--- src/include/poker_macros.svh ---
`ifndef POKER_MACROS_SVH
`define POKER_MACROS_SVH

// one card is suit over rank
`define CARD_W 6

// rank field, ace is 1 and king is 13
`define RANK_W 4

// suit field in the upper bits of a card
`define SUIT_W 2

// cards in one hand
`define NUM_CARDS 5

// width of the category code
`define TYPE_W 4

// rank values at both ends of the deck
`define RANK_ACE 1
`define RANK_KING 13

// cards that make up a straight
`define STRAIGHT_LEN 5

`endif

--- src/design/pokerPkg.sv ---
`include "poker_macros.svh"

package pokerPkg;

	// raw rank, compared as a plain number
	typedef logic [`RANK_W-1:0] rankT;

	// raw suit, only equality matters
	typedef logic [`SUIT_W-1:0] suitT;

	// suit sits above rank, same layout as the card pins
	typedef struct packed {
		suitT suit;
		rankT rank;
	} cardT;

	// card 0 in the low bits
	typedef cardT [`NUM_CARDS-1:0] handT;

	// codes in rising order of strength
	typedef enum logic [`TYPE_W-1:0] {
		highCard      = 4'd0,
		onePair       = 4'd1,
		twoPairs      = 4'd2,
		threeOfAKind  = 4'd3,
		straight      = 4'd4,
		flush         = 4'd5,
		fullHouse     = 4'd6,
		fourOfAKind   = 4'd7,
		straightFlush = 4'd8
	} handCategoryE;

endpackage

--- src/design/patternIf.sv ---
`timescale 1ns/1ps

// rank patterns from the multiplicity stage
interface patternIf;

	// at most one of these is high
	logic fourOfAKind;
	logic fullHouse;
	logic threeOfAKind;
	logic twoPairs;
	logic onePair;

	// multiplicity stage side
	modport producer(output fourOfAKind, fullHouse, threeOfAKind, twoPairs, onePair);

	// ranker side
	modport consumer(input fourOfAKind, fullHouse, threeOfAKind, twoPairs, onePair);

endinterface

--- src/design/rankMultiplicity.sv ---
`timescale 1ns/1ps
`include "poker_macros.svh"

module rankMultiplicity import pokerPkg::*; (
	input handT hand,
	patternIf.producer patterns
);

	// pairwise rank equality, only upper triangle is used
	logic sameRank [`NUM_CARDS][`NUM_CARDS];

	always_comb begin
		for (int i = 0; i < `NUM_CARDS; i++) begin
			for (int j = 0; j < `NUM_CARDS; j++) begin
				sameRank[i][j] = (hand[i].rank == hand[j].rank);
			end
		end
	end

	always_comb begin
		logic trioHit;
		logic anyPair;
		logic anyTrio;
		logic anyQuad;
		logic fullRaw;
		logic twoRaw;
		logic fourFlag;
		logic fullFlag;
		logic threeFlag;
		logic twoFlag;
		logic oneFlag;

		trioHit = 1'b0;
		anyPair = 1'b0;
		anyTrio = 1'b0;
		anyQuad = 1'b0;
		fullRaw = 1'b0;
		twoRaw  = 1'b0;

		// every trio a<b<c, then extend to quads or look for a pair in the rest
		for (int a = 0; a < `NUM_CARDS; a++) begin
			for (int b = a + 1; b < `NUM_CARDS; b++) begin
				for (int c = b + 1; c < `NUM_CARDS; c++) begin
					trioHit = sameRank[a][b] & sameRank[a][c];
					anyTrio |= trioHit;
					// fourth card above c closes a quad
					for (int d = c + 1; d < `NUM_CARDS; d++) begin
						anyQuad |= trioHit & sameRank[a][d];
					end
					// the two cards outside the trio
					for (int d = 0; d < `NUM_CARDS; d++) begin
						for (int e = d + 1; e < `NUM_CARDS; e++) begin
							if (d != a && d != b && d != c && e != a && e != b && e != c) begin
								fullRaw |= trioHit & sameRank[d][e];
							end
						end
					end
				end
			end
		end

		// any pair, and two pairs on four distinct cards
		for (int a = 0; a < `NUM_CARDS; a++) begin
			for (int b = a + 1; b < `NUM_CARDS; b++) begin
				anyPair |= sameRank[a][b];
				for (int c = a + 1; c < `NUM_CARDS; c++) begin
					for (int d = c + 1; d < `NUM_CARDS; d++) begin
						if (c != b && d != b) begin
							twoRaw |= sameRank[a][b] & sameRank[c][d];
						end
					end
				end
			end
		end

		// exclusion rules, strongest pattern wins
		fourFlag  = anyQuad;
		// five of one rank also looks like trio plus pair
		fullFlag  = fullRaw & ~anyQuad;
		threeFlag = anyTrio & ~fullRaw & ~anyQuad;
		twoFlag   = twoRaw & ~fullRaw & ~anyQuad;
		oneFlag   = anyPair & ~anyTrio & ~twoRaw;

		patterns.fourOfAKind  = fourFlag;
		patterns.fullHouse    = fullFlag;
		patterns.threeOfAKind = threeFlag;
		patterns.twoPairs     = twoFlag;
		patterns.onePair      = oneFlag;

		// ranker relies on a single pattern
		assert ($onehot0({fourFlag, fullFlag, threeFlag, twoFlag, oneFlag}))
			else $error("rankMultiplicity: more than one rank pattern at once");
	end

endmodule

--- src/design/straightDetector.sv ---
`timescale 1ns/1ps
`include "poker_macros.svh"

module straightDetector import pokerPkg::*; (
	input handT hand,
	output logic straight
);

	// ace-low up to nine-king, plus ten-to-ace
	localparam int NUM_WINDOWS = `RANK_KING - `STRAIGHT_LEN + 2;

	// one bit per possible rank code, 0/14/15 included but never in a window
	logic [2**`RANK_W-1:0] rankPresent;
	logic [NUM_WINDOWS-1:0] windowHit;

	// which rank values occur
	always_comb begin
		rankPresent = '0;
		for (int i = 0; i < `NUM_CARDS; i++) begin
			rankPresent[hand[i].rank] = 1'b1;
		end
	end

	always_comb begin
		// sliding windows starting at the ace
		for (int w = 0; w < NUM_WINDOWS - 1; w++) begin
			windowHit[w] = &rankPresent[`RANK_ACE + w +: `STRAIGHT_LEN];
		end
		// ten to king, ace on top
		// no wrap past the ace, so king-ace-two is not counted
		windowHit[NUM_WINDOWS-1] = (&rankPresent[`RANK_KING -: `STRAIGHT_LEN-1])
			& rankPresent[`RANK_ACE];
	end

	assign straight = |windowHit;

	// five cards cover at most one window
	always_comb begin
		assert ($onehot0(windowHit))
			else $error("straightDetector: several straight windows match");
	end

endmodule

--- src/design/handRanker.sv ---
`timescale 1ns/1ps
`include "poker_macros.svh"

module handRanker import pokerPkg::*; (
	input logic clk,
	input logic rstN,
	input handT hand,
	input logic handStrobe,
	patternIf.consumer patterns,
	input logic straight,
	output handCategoryE handType,
	output logic typeValid
);

	logic isFlush;
	handCategoryE nextType;

	// all suits match card 0
	always_comb begin
		isFlush = 1'b1;
		for (int i = 1; i < `NUM_CARDS; i++) begin
			isFlush &= (hand[i].suit == hand[0].suit);
		end
	end

	// suit and sequence outrank the rank patterns
	always_comb begin
		if (isFlush && straight) begin
			nextType = straightFlush;
		end else if (isFlush) begin
			nextType = flush;
		end else if (straight) begin
			nextType = pokerPkg::straight;
		end else if (patterns.fourOfAKind) begin
			nextType = fourOfAKind;
		end else if (patterns.fullHouse) begin
			nextType = fullHouse;
		end else if (patterns.threeOfAKind) begin
			nextType = threeOfAKind;
		end else if (patterns.twoPairs) begin
			nextType = twoPairs;
		end else if (patterns.onePair) begin
			nextType = onePair;
		end else begin
			nextType = highCard;
		end
	end

	// output stage
	always_ff @(posedge clk) begin
		if (!rstN) begin
			handType  <= highCard;
			typeValid <= 1'b0;
		end else begin
			typeValid <= handStrobe;
			// category holds between hands
			if (handStrobe) begin
				handType <= nextType;
			end
		end
	end

	// nothing comes out right after a reset cycle
	assert property (@(posedge clk) !rstN |=> !typeValid)
		else $error("handRanker: typeValid high after reset");

	// code stays inside the defined categories
	assert property (@(posedge clk) disable iff (!rstN) typeValid |-> handType <= straightFlush)
		else $error("handRanker: category code out of range");

endmodule

--- src/design/pokerHandClassifier.sv ---
`timescale 1ns/1ps
`include "poker_macros.svh"

module pokerHandClassifier import pokerPkg::*; (
	input logic clk,
	input logic rstN,
	input logic handValid,
	input logic [`CARD_W-1:0] card0,
	input logic [`CARD_W-1:0] card1,
	input logic [`CARD_W-1:0] card2,
	input logic [`CARD_W-1:0] card3,
	input logic [`CARD_W-1:0] card4,
	output logic [`TYPE_W-1:0] handType,
	output logic typeValid
);

	// registered hand and its strobe
	handT handReg;
	logic handStrobe;
	logic straight;

	patternIf patterns();

	// cards only load on a strobe, card0 lands in the low slot
	always_ff @(posedge clk) begin
		if (handValid) begin
			handReg <= {card4, card3, card2, card1, card0};
		end
	end

	// strobe follows handValid every cycle
	always_ff @(posedge clk) begin
		if (!rstN) begin
			handStrobe <= 1'b0;
		end else begin
			handStrobe <= handValid;
		end
	end

	// pairs, trips, quads
	rankMultiplicity i_rankMultiplicity (
		.hand(handReg),
		.patterns(patterns.producer)
	);

	// ten rank windows
	straightDetector i_straightDetector (
		.hand(handReg),
		.straight(straight)
	);

	// flush check, priority and output register
	handRanker i_handRanker (
		.clk(clk),
		.rstN(rstN),
		.hand(handReg),
		.handStrobe(handStrobe),
		.patterns(patterns.consumer),
		.straight(straight),
		.handType(handType),
		.typeValid(typeValid)
	);

endmodule

--- config.mk ---
export PLATFORM = sky130hd
export DESIGN_NAME = pokerHandClassifier
export DESIGN_NICKNAME = d
export VERILOG_FILES = /design/src/design/pokerPkg.sv /design/src/design/patternIf.sv /design/src/design/rankMultiplicity.sv /design/src/design/straightDetector.sv /design/src/design/handRanker.sv /design/src/design/pokerHandClassifier.sv
export VERILOG_INCLUDE_DIRS = /design/src /design/src/include
export SDC_FILE = /design/constraint.sdc
export NUM_CORES = 1
export LEC_CHECK = 0
export ABC_CLOCK_PERIOD_IN_PS = 2500
export BUFFER_PORTS_ARGS = -buffer_cell sky130_fd_sc_hd__buf_2
export CAP_MARGIN = 20
export CORE_MARGIN = 4
export CORE_UTILIZATION = 45
export DETAILED_ROUTE_END_ITERATION = 16
export PLACE_DENSITY_LB_ADDON = 0.3
export SLEW_MARGIN = 10
export SYNTH_ARGS = -nofsm -noshare
export SYNTH_HDL_FRONTEND = slang
export SYNTH_SLANG_ARGS = --single-unit
--- constraint.sdc ---
create_clock -name clk -period 2.5 [get_ports clk]
set_input_delay 0.25 -clock clk [delete_from_list [all_inputs] [get_ports clk]]
set_output_delay 0.25 -clock clk [all_outputs]
set_load 0.01 [all_outputs]
==> results of run 1 <==
## synthesized netlist by cell type (3+ instances only)
master / instances
a21oi_1: 8
a31oi_1: 4
a32oi_1: 4
and3_1: 4
buf_2: 5
buf_4: 7
buf_6: 8
dfxtp_1: 6
edfxtp_1: 30
inv_1: 11
nand2_1: 22
nand2b_1: 10
nand3_1: 10
nand3b_1: 3
nand4_1: 11
nor2_1: 17
nor2b_1: 11
nor3_1: 11
o211ai_1: 3
o21a_1: 3
o21ai_0: 7
o22ai_1: 8
or4_1: 3
xnor2_1: 28
xor2_1: 12
## per-stage QoR
stage	std cells	TNS (ns)	cell area (µm²)	total power, W
2_1_floorplan	289	0	2750	0.00110
6_report	433	0	3320	0.00167
3_3_place_gp	415	0	3130	0.00125
3_5_place_dp	415	0	3130	0.00125
5_1_grt	433	-0.0180	3320	0.00177
4_1_cts	423	0	3220	0.00165
## where the power goes
group          total (W)  internal [W]  leakage [nW]  switching [W]
clock network   0.000398      0.000194        0.0460       0.000204
logic           0.000535      0.000249         0.897       0.000286
registers       0.000742      0.000700         0.343      0.0000420
total            0.00167       0.00114          1.29       0.000532
## timing repair
action / CTS / global route
buffers inserted: 0 / 10
endpoints found under the hold margin: 0 / 0
resized for setup: 0 / 6
endpoints found under the setup margin: 0 / 4
## flip-flops by register name, summed over array words and instances, names as in the netlist
signal / flops
i_handRanker.handType: 4
i_handRanker.typeValid: 1
handStrobe: 1
handReg: 30
## worst min-delay path by stage
stage	depth (start not counted)	endpoint	from
final	1	handReg[19]	card3[1]
after global routing	1	handReg[28]	card4[4]
after CTS	1	handReg[19]	card3[1]
after detailed placement	1	handReg[19]	card3[1]
after global placement	1	handReg[13]	card2[1]
after floorplan	0	handReg[0]	card0[0]
## cells by family (layout without fill, tap and decap cells)
group | after synthesis | after routing | synth area share, %
compound gates | 53 | 53 | 13.6
xor+xnor | 40 | 40 | 12.7
fa+ha+maj | 1 | 1 | 0.363
buf+inv | 32 | 101 | 7.81
flops | 36 | 36 | 37.1
simple gates | 127 | 127 | 28.4
## worst reg2reg max path: stages, from the launching register on
cell and delay, ns:
edfxtp_1 0.49, buf_4 0.23, nor3_1 0.26, nor4_2 0.08
buf_4 0.15, nor4_2 0.26, nand2_1 0.11, a211oi_2 0.27
or2_4 0.19, nor4b_2 0.05, o21a_1 0.17
## area by class of cell
cell class              instances  share of cell area, %
clock buffers                   5                   2.07
clock inverters                 3                  0.528
inverters                      12                   1.43
multi-input cells             221                   46.5
flip-flops and latches         36                   30.8
well taps                      75                   2.83
repair buffers                 81                   15.9
## per-layer routing
metal	vias to the layer above	track usage [%]
li1	1200	-
met1	1168	26.2
met2	114	32.8
met3	15	2.38
met4	0	5.38
met5	-	0
==> results.md, run 1 <==
- The number of violations reported at the end of detailed-routing iteration 0 is 196.
- The number of distinct library cell variants in the gate-level netlist after synthesis is 59.
- The critical path starts at handReg[6].
- The uppermost metal layer occupied by signal nets is met4.
- The amount of wire on met3 after detailed routing is 435 µm.
- The slack of the critical path is 0.166 ns.
- The area of the die is 0.00744 mm².
- The routed design has 6990 µm of wire.
- The fraction of layout instances using a drive strength above 1 is 30.7%.
- The first detailed-routing pass took 5 iterations.
- The layout overhead on the synthesized area is 20.5%.
- The analysis attributes to cell leakage a power of 1.29 nW.
- Yosys mapped a number of flops with a built-in enable equal to 30.
- The setup slack of the worst register-to-register path is 0.17 ns.
- Counting buffers and inverters, the worst setup path is 10 cells deep.
- The initial antenna violation count is 0.
- Setup repair after global routing could not meet its margin everywhere.
- For the pin with the worst max-slew slack, the measured transition is 0.624 ns.
- Counting flops and latches in the post-synthesis netlist gives 36.
- The number of antenna diodes is 0.
- The final core utilization is 56.1%.
- The fraction of registers with async set/reset is 0%.
- The most used flip-flop cell after synthesis is edfxtp_1.
- The area taken by flip-flops and latches is 0.00102 mm².
- The clock-pin slew on the worst setup and hold paths is 0.08 ns.
- Along the worst path, the maximum fanout reaches 8.
- Global routing finished with a remaining overflow of 0.
- The H-tree depth is 2.
- The number of instances in the synthesized netlist is 289.
- The end of the worst register-to-register path is i_handRanker.handType[1].
- The worst hold slack after final layout is 0.139 ns.
- The critical path goes through buf_4, nor3_1, nor4_2, buf_4, nor4_2, nand2_1, a211oi_2, or2_4, nor4b_2, o21a_1.
- In this run the vertical extent of the chip is 86.2 µm.
- The stage delay of the slowest cell on the critical path is 0.49 ns.
- The routed length on met2 is 3340 µm.
- Power spread over the standard cell area amounts to 505 mW/mm².
- The setup path with the least slack is of type reg2reg.
- The remaining max-slew budget at the tightest pin is 58.4%.
- Of the synthesized area, sequential elements account for 37.1%.
- Across the routed clock network, the largest skew measured is 0.00799 ns.
- The worst register-to-register path begins at handReg[6].
- The via count of the first global-routing pass is 2346.
- The count of final max-slew check failures is 0.
- For this block, the via count after detailed routing is 2497.
- The number of clock buffers inserted by TritonCTS is 5.
- The global routing usage summed across all routing layers is 19.4%.
- Entering global routing, the biggest net connects 32 pins.
- The clock passes through at most 2 buffers.
- Clock latency on the worst-skew pair, taken at its later pin, is 0.28 ns.
- 38 I/O pins were placed.
- The smallest clock period supported by the final layout is computed as 2.33 ns.
- The total number of yosys warnings is 0.
- Setup violations remaining at the end of the flow were counted as 0.
- The tool flagged a number of max-cap violations equal to 0.
- The ratio of final minimum period to clock period is 93.4%.
- Sorting the synthesized cells by area gives the leading types as edfxtp_1 33%, xnor2_1 8.9%, dfxtp_1 4.4%.
- The die is 86.2 µm wide.
- In this design, the largest share of critical-path delay is due to simple AND/OR/NAND/NOR gates.
- The placer congestion estimate is 0.998.
- The flow ran to the end, and the final reports show no timing, DRC or antenna violations.
- The final antenna-violating net count is 0.
- In the layout the commonest cells are 43 x buf_4, 37 x buf_2, 30 x edfxtp_1, 28 x xnor2_1, 21 x nand2_1.
- The cell taking the most area after synthesis is edfxtp_1.
- For this run, the top clock speed supported by timing is 428 MHz.
- The worst hold path belongs to the class in2reg.
- The area share of the largest cell type after synthesis is 32.7%.
- The cell sitting at the root of the clock tree is a clkbuf_8.
- After synthesis, the mean cell area works out to 9.53 µm².
- The clock net in this run drives a total of 36 sinks.
- The initial core utilization is 46.5%.
- The global-route wire length before repair is 11500 µm.
- In this run, post-CTS hold repair placed 0 buffers.
- In this run the core area contains 28 standard-cell rows.
- The cell type of the slowest stage on the worst timing path is edfxtp_1.
- Counting both buffers and inverters, the worst setup path holds a total of 2.
- The critical path endpoint is i_handRanker.handType[1].
- The total DRC errors in the routed layout is 0.
- Port buffering added 37 buffers.
- For this run, the post-layout net count is 390.
- The worst setup path is captured at a flop.
- The highest ir drop seen on vdd is 353 µV.
- The clock tree from TritonCTS is built.
- Data on the critical path arrives at its endpoint at 2.52 ns.
- Dividing the detail-routed wire length by the instance count gives 16.1 µm.
- The post-placement worst setup slack is 0.0312 ns.
- The via density per instance is 5.77.
- The detailed placement HPWL is 5300 µm.
- The total of fill cells in the finished design is 531.
- The data required time at the worst endpoint is 2.68 ns.
- For this block, wires on met1 add up to 3080 µm.
- Synthesis produced a netlist with a net count of 322.
- The depth of the worst register-to-register path is 10.
- The worst setup path is launched from a flop.
- Leaving out fill and tap cells, the most frequent cell in the layout is buf_4.
- The area taken by multi-input logic gates is 0.00154 mm².
- The total count of hold-check failures in the final report is 0.
- After synthesis the cells add up to 0.00275 mm².
- The area of the core is 0.00592 mm².
(Power assumes the default switching activity.)
==> inputs of run 2 (changes only) <==
--- a/config.mk
+++ b/config.mk
@@ -9,6 +9,8 @@
 export ABC_CLOCK_PERIOD_IN_PS = 2500
 export BUFFER_PORTS_ARGS = -buffer_cell sky130_fd_sc_hd__buf_2
 export CAP_MARGIN = 20
+export CELL_PAD_IN_SITES_DETAIL_PLACEMENT = 1
+export CELL_PAD_IN_SITES_GLOBAL_PLACEMENT = 1
 export CORE_MARGIN = 4
 export CORE_UTILIZATION = 45
 export DETAILED_ROUTE_END_ITERATION = 16
==> results.md, run 2 (same netlist as run 1, synthesis figures left out) <==
- TritonCTS built the clock tree.
- The number of nets in the layout was 394 (+1.0%).
- The count of final max-slew check failures is 0 (unchanged).
- The flow ran to the end, but the final reports show violations.
- The worst hold slack after final layout is 0.129 ns (-0.0101 ns).
- The number of iterations in the first detailed-routing pass is 5 (unchanged).
- The sort of element at the start of the critical path is a flop.
- The I/O pin count is 38 (unchanged).
- The signal on the critical path passes through buf_4, xnor2_1, nand4_1, o22ai_1, nor3_1, nand4_1, a21oi_1, o21ba_1, nor2_1, o32ai_1.
- The combinational power share is 35.1% (+3.2 points).
- The clock tree root buffer cell is clkbuf_8.
- The count of input and output buffers is 37 (unchanged).
- The total count of hold-check failures in the final report is 0 (unchanged).
- The die boundary width is 86.2 µm (unchanged).
- The remaining max-slew budget at the tightest pin is 50.9% (-7.5 points).
- The pin count of the biggest net entering global routing came to 32 (unchanged).
- The power density over the cells was 519 mW/mm² (+2.9%).
- The placer congestion estimate is 0.956 (-4.1%).
- The proportion of power drawn by the clock network is 22.8% (-0.9 points).
- The kind of critical path is reg2reg.
- The ratio of final minimum period to clock period came to 103% (+10 points).
- The cell type of the slowest stage on the worst timing path is edfxtp_1.
- The fraction of layout instances using a drive strength above 1 is 34.3% (+3.6 points).
- The net load switching power is 0.000625 W (+18%).
- The tightest min-delay check is of the in2reg type.
- The total power draw is 0.00178 W (+6.0%).
- The area taken by flip-flops and latches came to 0.00102 mm² (unchanged).
- The area taken by multi-input logic gates is 0.00163 mm² (+5.4%).
- The via count of the first global-routing pass is 2695 (+15%).
- The global-route wire length before repair is 14100 µm (+23%).
- The number of clock buffers inserted by TritonCTS is 5 (unchanged).
- The final worst clock skew was 0.00918 ns (+0.00119 ns).
- The area of the die is 0.00744 mm² (unchanged).
- The maximum clock path buffer count is 2 (unchanged).
- The slack of the critical path is -0.0849 ns (-0.251 ns).
- The sink count of the clock tree is 36 (unchanged).
- Setup repair after global routing could not meet its margin everywhere.
- The maximum fanout along the worst path was 7 (-1).
- The highest achievable clock rate came to 387 MHz (-9.7%).
- The total number of placement rows is 28 (unchanged).
- The via density per instance was 6.28 (+8.8%).
- The routed via count is 2736 (+9.6%).
- The number of violations reported at the end of detailed-routing iteration 0 is 253 (+29%).
- The nature of the critical path endpoint is a flop.
- The largest registers in the layout are handReg (30), i_handRanker.handType (4).
- The post-placement worst setup slack is -0.00407 ns (-0.0352 ns).
- The H-tree depth was 2 (unchanged).
- The total DRC errors in the routed layout came to 0 (unchanged).
- The clock period minus final worst setup slack is 2.58 ns (+0.251 ns).
- The overall die height is 86.2 µm (unchanged).
- The arrival time reported for the critical path endpoint is 2.77 ns (+0.25 ns).
- The checks that failed: negative setup slack.
- The total of fill cells in the finished design is 662 (+25%).
- The aggregate negative setup slack was -0.0849 ns (-0.0849 ns).
- The average wire per standard cell is 24.5 µm (+52%).
- The count of final setup violators is 1 (+1).
- The stage delay of the slowest cell on the critical path is 0.55 ns (+0.06 ns).
- The hold buffer count at CTS was 0 (unchanged).
- The cell-internal power is 0.00115 W (+0.59%).
- The number of cells in the design after placement is 417 (+0.48%).
- The detailed placement HPWL was 6800 µm (+28%).
- The total wirelength of the detailed-routed design was 10700 µm (+53%).
- Leaving out fill and tap cells, the most frequent cells in the layout are 47 x buf_4, 37 x buf_2, 30 x edfxtp_1, 28 x xnor2_1, 21 x nand2_1.
- handReg holds more flip-flops than any other register.
- The proportion of power drawn by flip-flops and latches came to 42.1% (-2.2 points).
- The flip-flop count of the largest register after layout was 30 (unchanged).
- The final antenna-violating net count is 0 (unchanged).
- The number of antenna diodes is 0 (unchanged).
- The most common cell after layout, fill and taps aside is buf_4.
- The most prevalent standard cell on the critical path is nand4_1.
- The data required time at the worst endpoint is 2.68 ns (about the same).
- The initial core utilization came to 46.5% (unchanged).
- The total global routing overflow is 0 (unchanged).
- The area growth from synthesis to layout is 24.2%.
- The share of total power consumed by net switching is 35.2% (+3.5 points).
- The initial antenna violation count was 0 (unchanged).
- The clock-pin slew on the worst setup and hold paths came to 0.08 ns (about the same).
- The non-filler instance count after layout is 436 (+0.69%).
- The highest ir drop seen on vdd is 522 µV (+48%).
- The clock latency on the worst-skew pair is 0.29 ns (about the same).
- The actual slew at the worst max-slew pin is 0.737 ns (+0.112 ns).
- The global routing usage summed across all routing layers is 24.7% (+5.3 points).
- The area of the core was 0.00592 mm² (unchanged).
- The total leakage power is 1.33 nW (+3.2%).
- The max-capacitance violation count is 0 (unchanged).
## run 2: cell types whose count changed in the layout (fill, tap and decap cells not counted), sizes merged
cell      change
inv           -1
buf           +4
clkinv        -1
clkinvlp      +1
## run 2: cell type report
cell class / instances / share of cell area (%)
timing repair buffer: 85 / 16.1
clock buffer: 5 / 2.01
multi-input combinational: 221 / 47.6
inverter: 12 / 1.39
sequential: 36 / 29.9
clock inverter: 2 / 0.366
tap: 75 / 2.74
## run 2: power by group through the flow
stage          clock network (W)  logic (W)  registers [W]
2_1_floorplan                  0   0.000362       0.000735
3_3_place_gp                   0   0.000493       0.000759
3_5_place_dp                   0   0.000512       0.000765
4_1_cts                 0.000400   0.000525       0.000750
5_1_grt                 0.000437   0.000655       0.000751
6_report                0.000405   0.000623       0.000747
## run 2: what timing repair did
action,CTS,global route
resized for setup,0,21
pin swaps,0,6
setup buffers,3,9
setup endpoints to repair,1,4
## run 2: metrics by stage
step / util (%) / area, µm²
2_1_floorplan: - / 2750
3_3_place_gp: 53.0 / 3140
3_5_place_dp: 53.0 / 3140
4_1_cts: 54.7 / 3240
5_1_grt: 57.8 / 3420
6_report: 57.8 / 3420
## run 2: path summary, 6_finish.rpt
kind              cells past startpoint                startpoint  slack, ns                  endpoint
setup / recovery                     10                handReg[7]      -0.08  i_handRanker.handType[0]
hold / removal                        1                  card0[1]       0.13                handReg[1]
setup reg to reg                     10                handReg[7]      -0.08  i_handRanker.handType[0]
hold reg to reg                       2  i_handRanker.handType[3]       0.47  i_handRanker.handType[3]
## run 2: routing by layer
metal / vias up / GRT usage, % / wire [µm]
met2: 175 / 42.2 / 5270
met3: 46 / 4.66 / 834
met4: 0 / 8.36 / 521
met5: - / 0 / 0
li1: 1199 / - / -
met1: 1316 / 31.3 / 4080
## run 2: worst max-delay path, delay by kind of cell (launching register included)
family          cells  cell delay [ns]
simple gates        4             0.70
flops               1             0.55
buf+inv             1             0.24
compound gates      4             0.86
xor+xnor            1             0.12
==> inputs of run 3 (changes only) <==
--- a/config.mk
+++ b/config.mk
@@ -19,3 +19,4 @@
 export SYNTH_ARGS = -nofsm -noshare
 export SYNTH_HDL_FRONTEND = slang
 export SYNTH_SLANG_ARGS = --single-unit
+export TNS_END_PERCENT = 50
==> results.md, run 3 (same netlist as run 1, synthesis figures left out) <==
- The critical path is of the reg2reg type.
- The register with the most flip-flops is handReg.
- The clock-pin slew on the worst setup and hold paths is 0.08 ns (about the same).
- The worst hold path endpoint is handReg[1].
- The number of clock buffers inserted by TritonCTS is 5 (unchanged).
- The number of violations reported at the end of detailed-routing iteration 0 came to 331 (+31%).
- The hold buffer count at CTS is 0 (unchanged).
- The pin count of the biggest net entering global routing is 32 (unchanged).
- The total of fill cells in the finished design is 671 (+1.4%).
- The cell family contributing the most delay on the critical path is simple AND/OR/NAND/NOR gates.
- The final worst clock skew is 0.00750 ns (-0.00168 ns).
- The sink count of the clock tree came to 36 (unchanged).
- The global-route wire length before repair was 14100 µm (unchanged).
- The global routing usage summed across all routing layers came to 24.7% (unchanged).
- The ratio of final minimum period to clock period was 103% (-0.88 points).
- The final reports fail on negative setup slack.
- CTS placed an instance of clkbuf_8 at the clock tree root.
- The setup slack of the worst register-to-register path is -0.06 ns (+0.02 ns).
- The worst setup path is launched from a flop.
- The area of the core was 0.00592 mm² (unchanged).
- The highest ir drop seen on vdd is 694 µV (+33%).
- The final antenna-violating net count was 0 (unchanged).
- The detailed placement HPWL was 6800 µm (unchanged).
- The I/O pin count is 38 (unchanged).
- The initial core utilization is 46.5% (unchanged).
- The total wirelength of the detailed-routed design came to 10500 µm (-1.7%).
- Leaving out fill and tap cells, the most frequent cell in the layout is buf_4.
- The count of final setup violators is 4 (+3).
- The H-tree depth was 2 (unchanged).
- The cell count of the worst hold path came to 1 (unchanged).
- The die boundary width was 86.2 µm (unchanged).
- The initial antenna violation count is 0 (unchanged).
- The total leakage power is 1.32 nW (-0.41%).
- The count of input and output buffers is 37 (unchanged).
- The post-place instance area is 0.00314 mm² (unchanged).
- The endpoint identified for the worst register-to-register timing path is i_handRanker.handType[3].
- The via density per instance is 6.42 (+2.3%).
- The area of the die is 0.00744 mm² (unchanged).
- The flip-flop count of the largest register after layout is 30 (unchanged).
- The highest achievable clock rate came to 390 MHz (+0.86%).
- In the final layout, the registers with the most flip-flops are handReg (30), i_handRanker.handType (4).
- The actual slew at the worst max-slew pin is 0.722 ns (-0.0148 ns).
- The library cells used most frequently in the layout, excluding fill and tap cells, are 46 x buf_4, 37 x buf_2, 30 x edfxtp_1, 28 x xnor2_1, 21 x nand2_1.
- The cell type of the slowest stage on the worst timing path is edfxtp_1.
- TritonCTS built the clock tree.
- The power density over the cells is 517 mW/mm² (-0.45%).
- The slack of the critical path came to -0.0629 ns (+0.0221 ns).
- The remaining max-slew budget at the tightest pin is 51.9% (+0.99 points).
- The maximum fanout along the worst path is 5 (-2).
- The placer congestion estimate was 0.956 (unchanged).
- The routed via count is 2793 (+2.1%).
- The total count of hold-check failures in the final report came to 0 (unchanged).
- The average wire per standard cell came to 24.2 µm (-1.5%).
- The total number of placement rows is 28 (unchanged).
- The run finished, with violations left.
- The startpoint of the worst hold path is card0[1].
- The nature of the critical path endpoint is a flop.
- The type of the tightest min-delay check is in2reg.
- The number of iterations in the first detailed-routing pass is 5 (unchanged).
- The fraction of layout instances using a drive strength above 1 came to 34.2% (-0.18 points).
- The via count of the first global-routing pass is 2695 (unchanged).
- The number of nets in the layout is 393 (-0.25%).
- The critical path goes through buf_4, and4bb_1, a311oi_2, and3_4, nor4_4, o22ai_2, a211oi_2, or2_4, nand3_1, a21oi_1.
- The area growth from synthesis to layout is 23.9%.
- The aggregate negative setup slack came to -0.166 ns (-0.0812 ns).
- The final cell area excluding filler cells is 0.00341 mm² (-0.22%).
- The count of final max-slew check failures is 0 (unchanged).
- The arrival time reported for the critical path endpoint is 2.77 ns (about the same).
- In this run the critical register-to-register path is launched from handReg[24].
- The stage delay of the slowest cell on the critical path is 0.49 ns (-0.06 ns).
- The number of antenna diodes came to 0 (unchanged).
- The total global routing overflow is 0 (unchanged).
- The maximum clock path buffer count was 2 (unchanged).
- Setup repair after global routing could not meet its margin everywhere.
- The combined buffer and inverter count along the critical path is 1 (unchanged).
- The clock latency on the worst-skew pair is 0.29 ns (about the same).
- The max-capacitance violation count came to 0 (unchanged).
- The depth of the worst register-to-register path is 10 (unchanged).
- The clock period minus final worst setup slack is 2.56 ns (-0.0221 ns).
- The overall die height is 86.2 µm (unchanged).
- The data required time at the worst endpoint is 2.70 ns (+0.02 ns).
- The total DRC errors in the routed layout is 0 (unchanged).
- The worst hold slack after final layout is 0.139 ns (+0.00977 ns).
[run 3: worst max path at each step]
| stage | start | endpoint | cells after the start |
|---|---|---|---|
| floorplan | handReg[27] | i_handRanker.handType[2] | 10 |
| global placement | handReg[1] | i_handRanker.handType[1] | 10 |
| detailed placement | handReg[27] | i_handRanker.handType[2] | 10 |
| CTS | handReg[1] | i_handRanker.handType[1] | 10 |
| global route | handReg[27] | i_handRanker.handType[0] | 12 |
| finish | handReg[24] | i_handRanker.handType[3] | 10 |
[run 3: area by class of cell]
class | instances | area [µm²] | area share (%)
tap | 75 | 93.8 | 2.75
sequential | 36 | 1020 | 29.9
clock inverter | 2 | 12.5 | 0.367
multi-input combinational | 221 | 1630 | 47.7
clock buffer | 5 | 68.8 | 2.02
timing repair buffer | 84 | 542 | 15.9
inverter | 12 | 47.5 | 1.39
[run 3: through the flow]
stage | std cells | worst slack [ns] | util [%] | total power [W]
final | 435 | -0.0629 | 57.6 | 0.00176
after global routing | 435 | -0.113 | 57.6 | 0.00183
after CTS | 427 | 0.00257 | 54.7 | 0.00167
after detailed placement | 417 | -0.00407 | 53.0 | 0.00128
after global placement | 417 | 0.0915 | 53.0 | 0.00125
after floorplan | 289 | 0.366 | - | 0.00110
[run 3: metal layers]
metal  global-route usage, %  vias up  share of wire, %
li1                        -     1200                 -
met1                    31.3     1343                39
met2                    42.2      198                48
met3                    4.66       52               8.2
met4                    8.36        0               5.4
met5                       0        -                 0
[run 3: worst reg2reg max path: stages (launching register included)]
cell and delay [ns]:
edfxtp_1 0.49, buf_4 0.20, and4bb_1 0.29, a311oi_2 0.06, and3_4 0.22, nor4_4 0.31, o22ai_2 0.11, a211oi_2 0.31
or2_4 0.20, nand3_1 0.09, a21oi_1 0.21
[run 3: repair_timing]
| item | CTS | global route |
|---|---|---|
| resized for setup | 0 | 21 |
| pin swaps | 0 | 6 |
| setup endpoints to repair | 1 | 4 |
| setup buffers | 3 | 8 |
| cloned | 0 | 0 |
[run 3: where the power goes]
part / internal (W) / total, W / switching, W
Sequential: 0.000700 / 0.000748 / 0.0000477
Clock: 0.000189 / 0.000400 / 0.000212
Combinational: 0.000260 / 0.000615 / 0.000355
Total: 0.00115 / 0.00176 / 0.000614
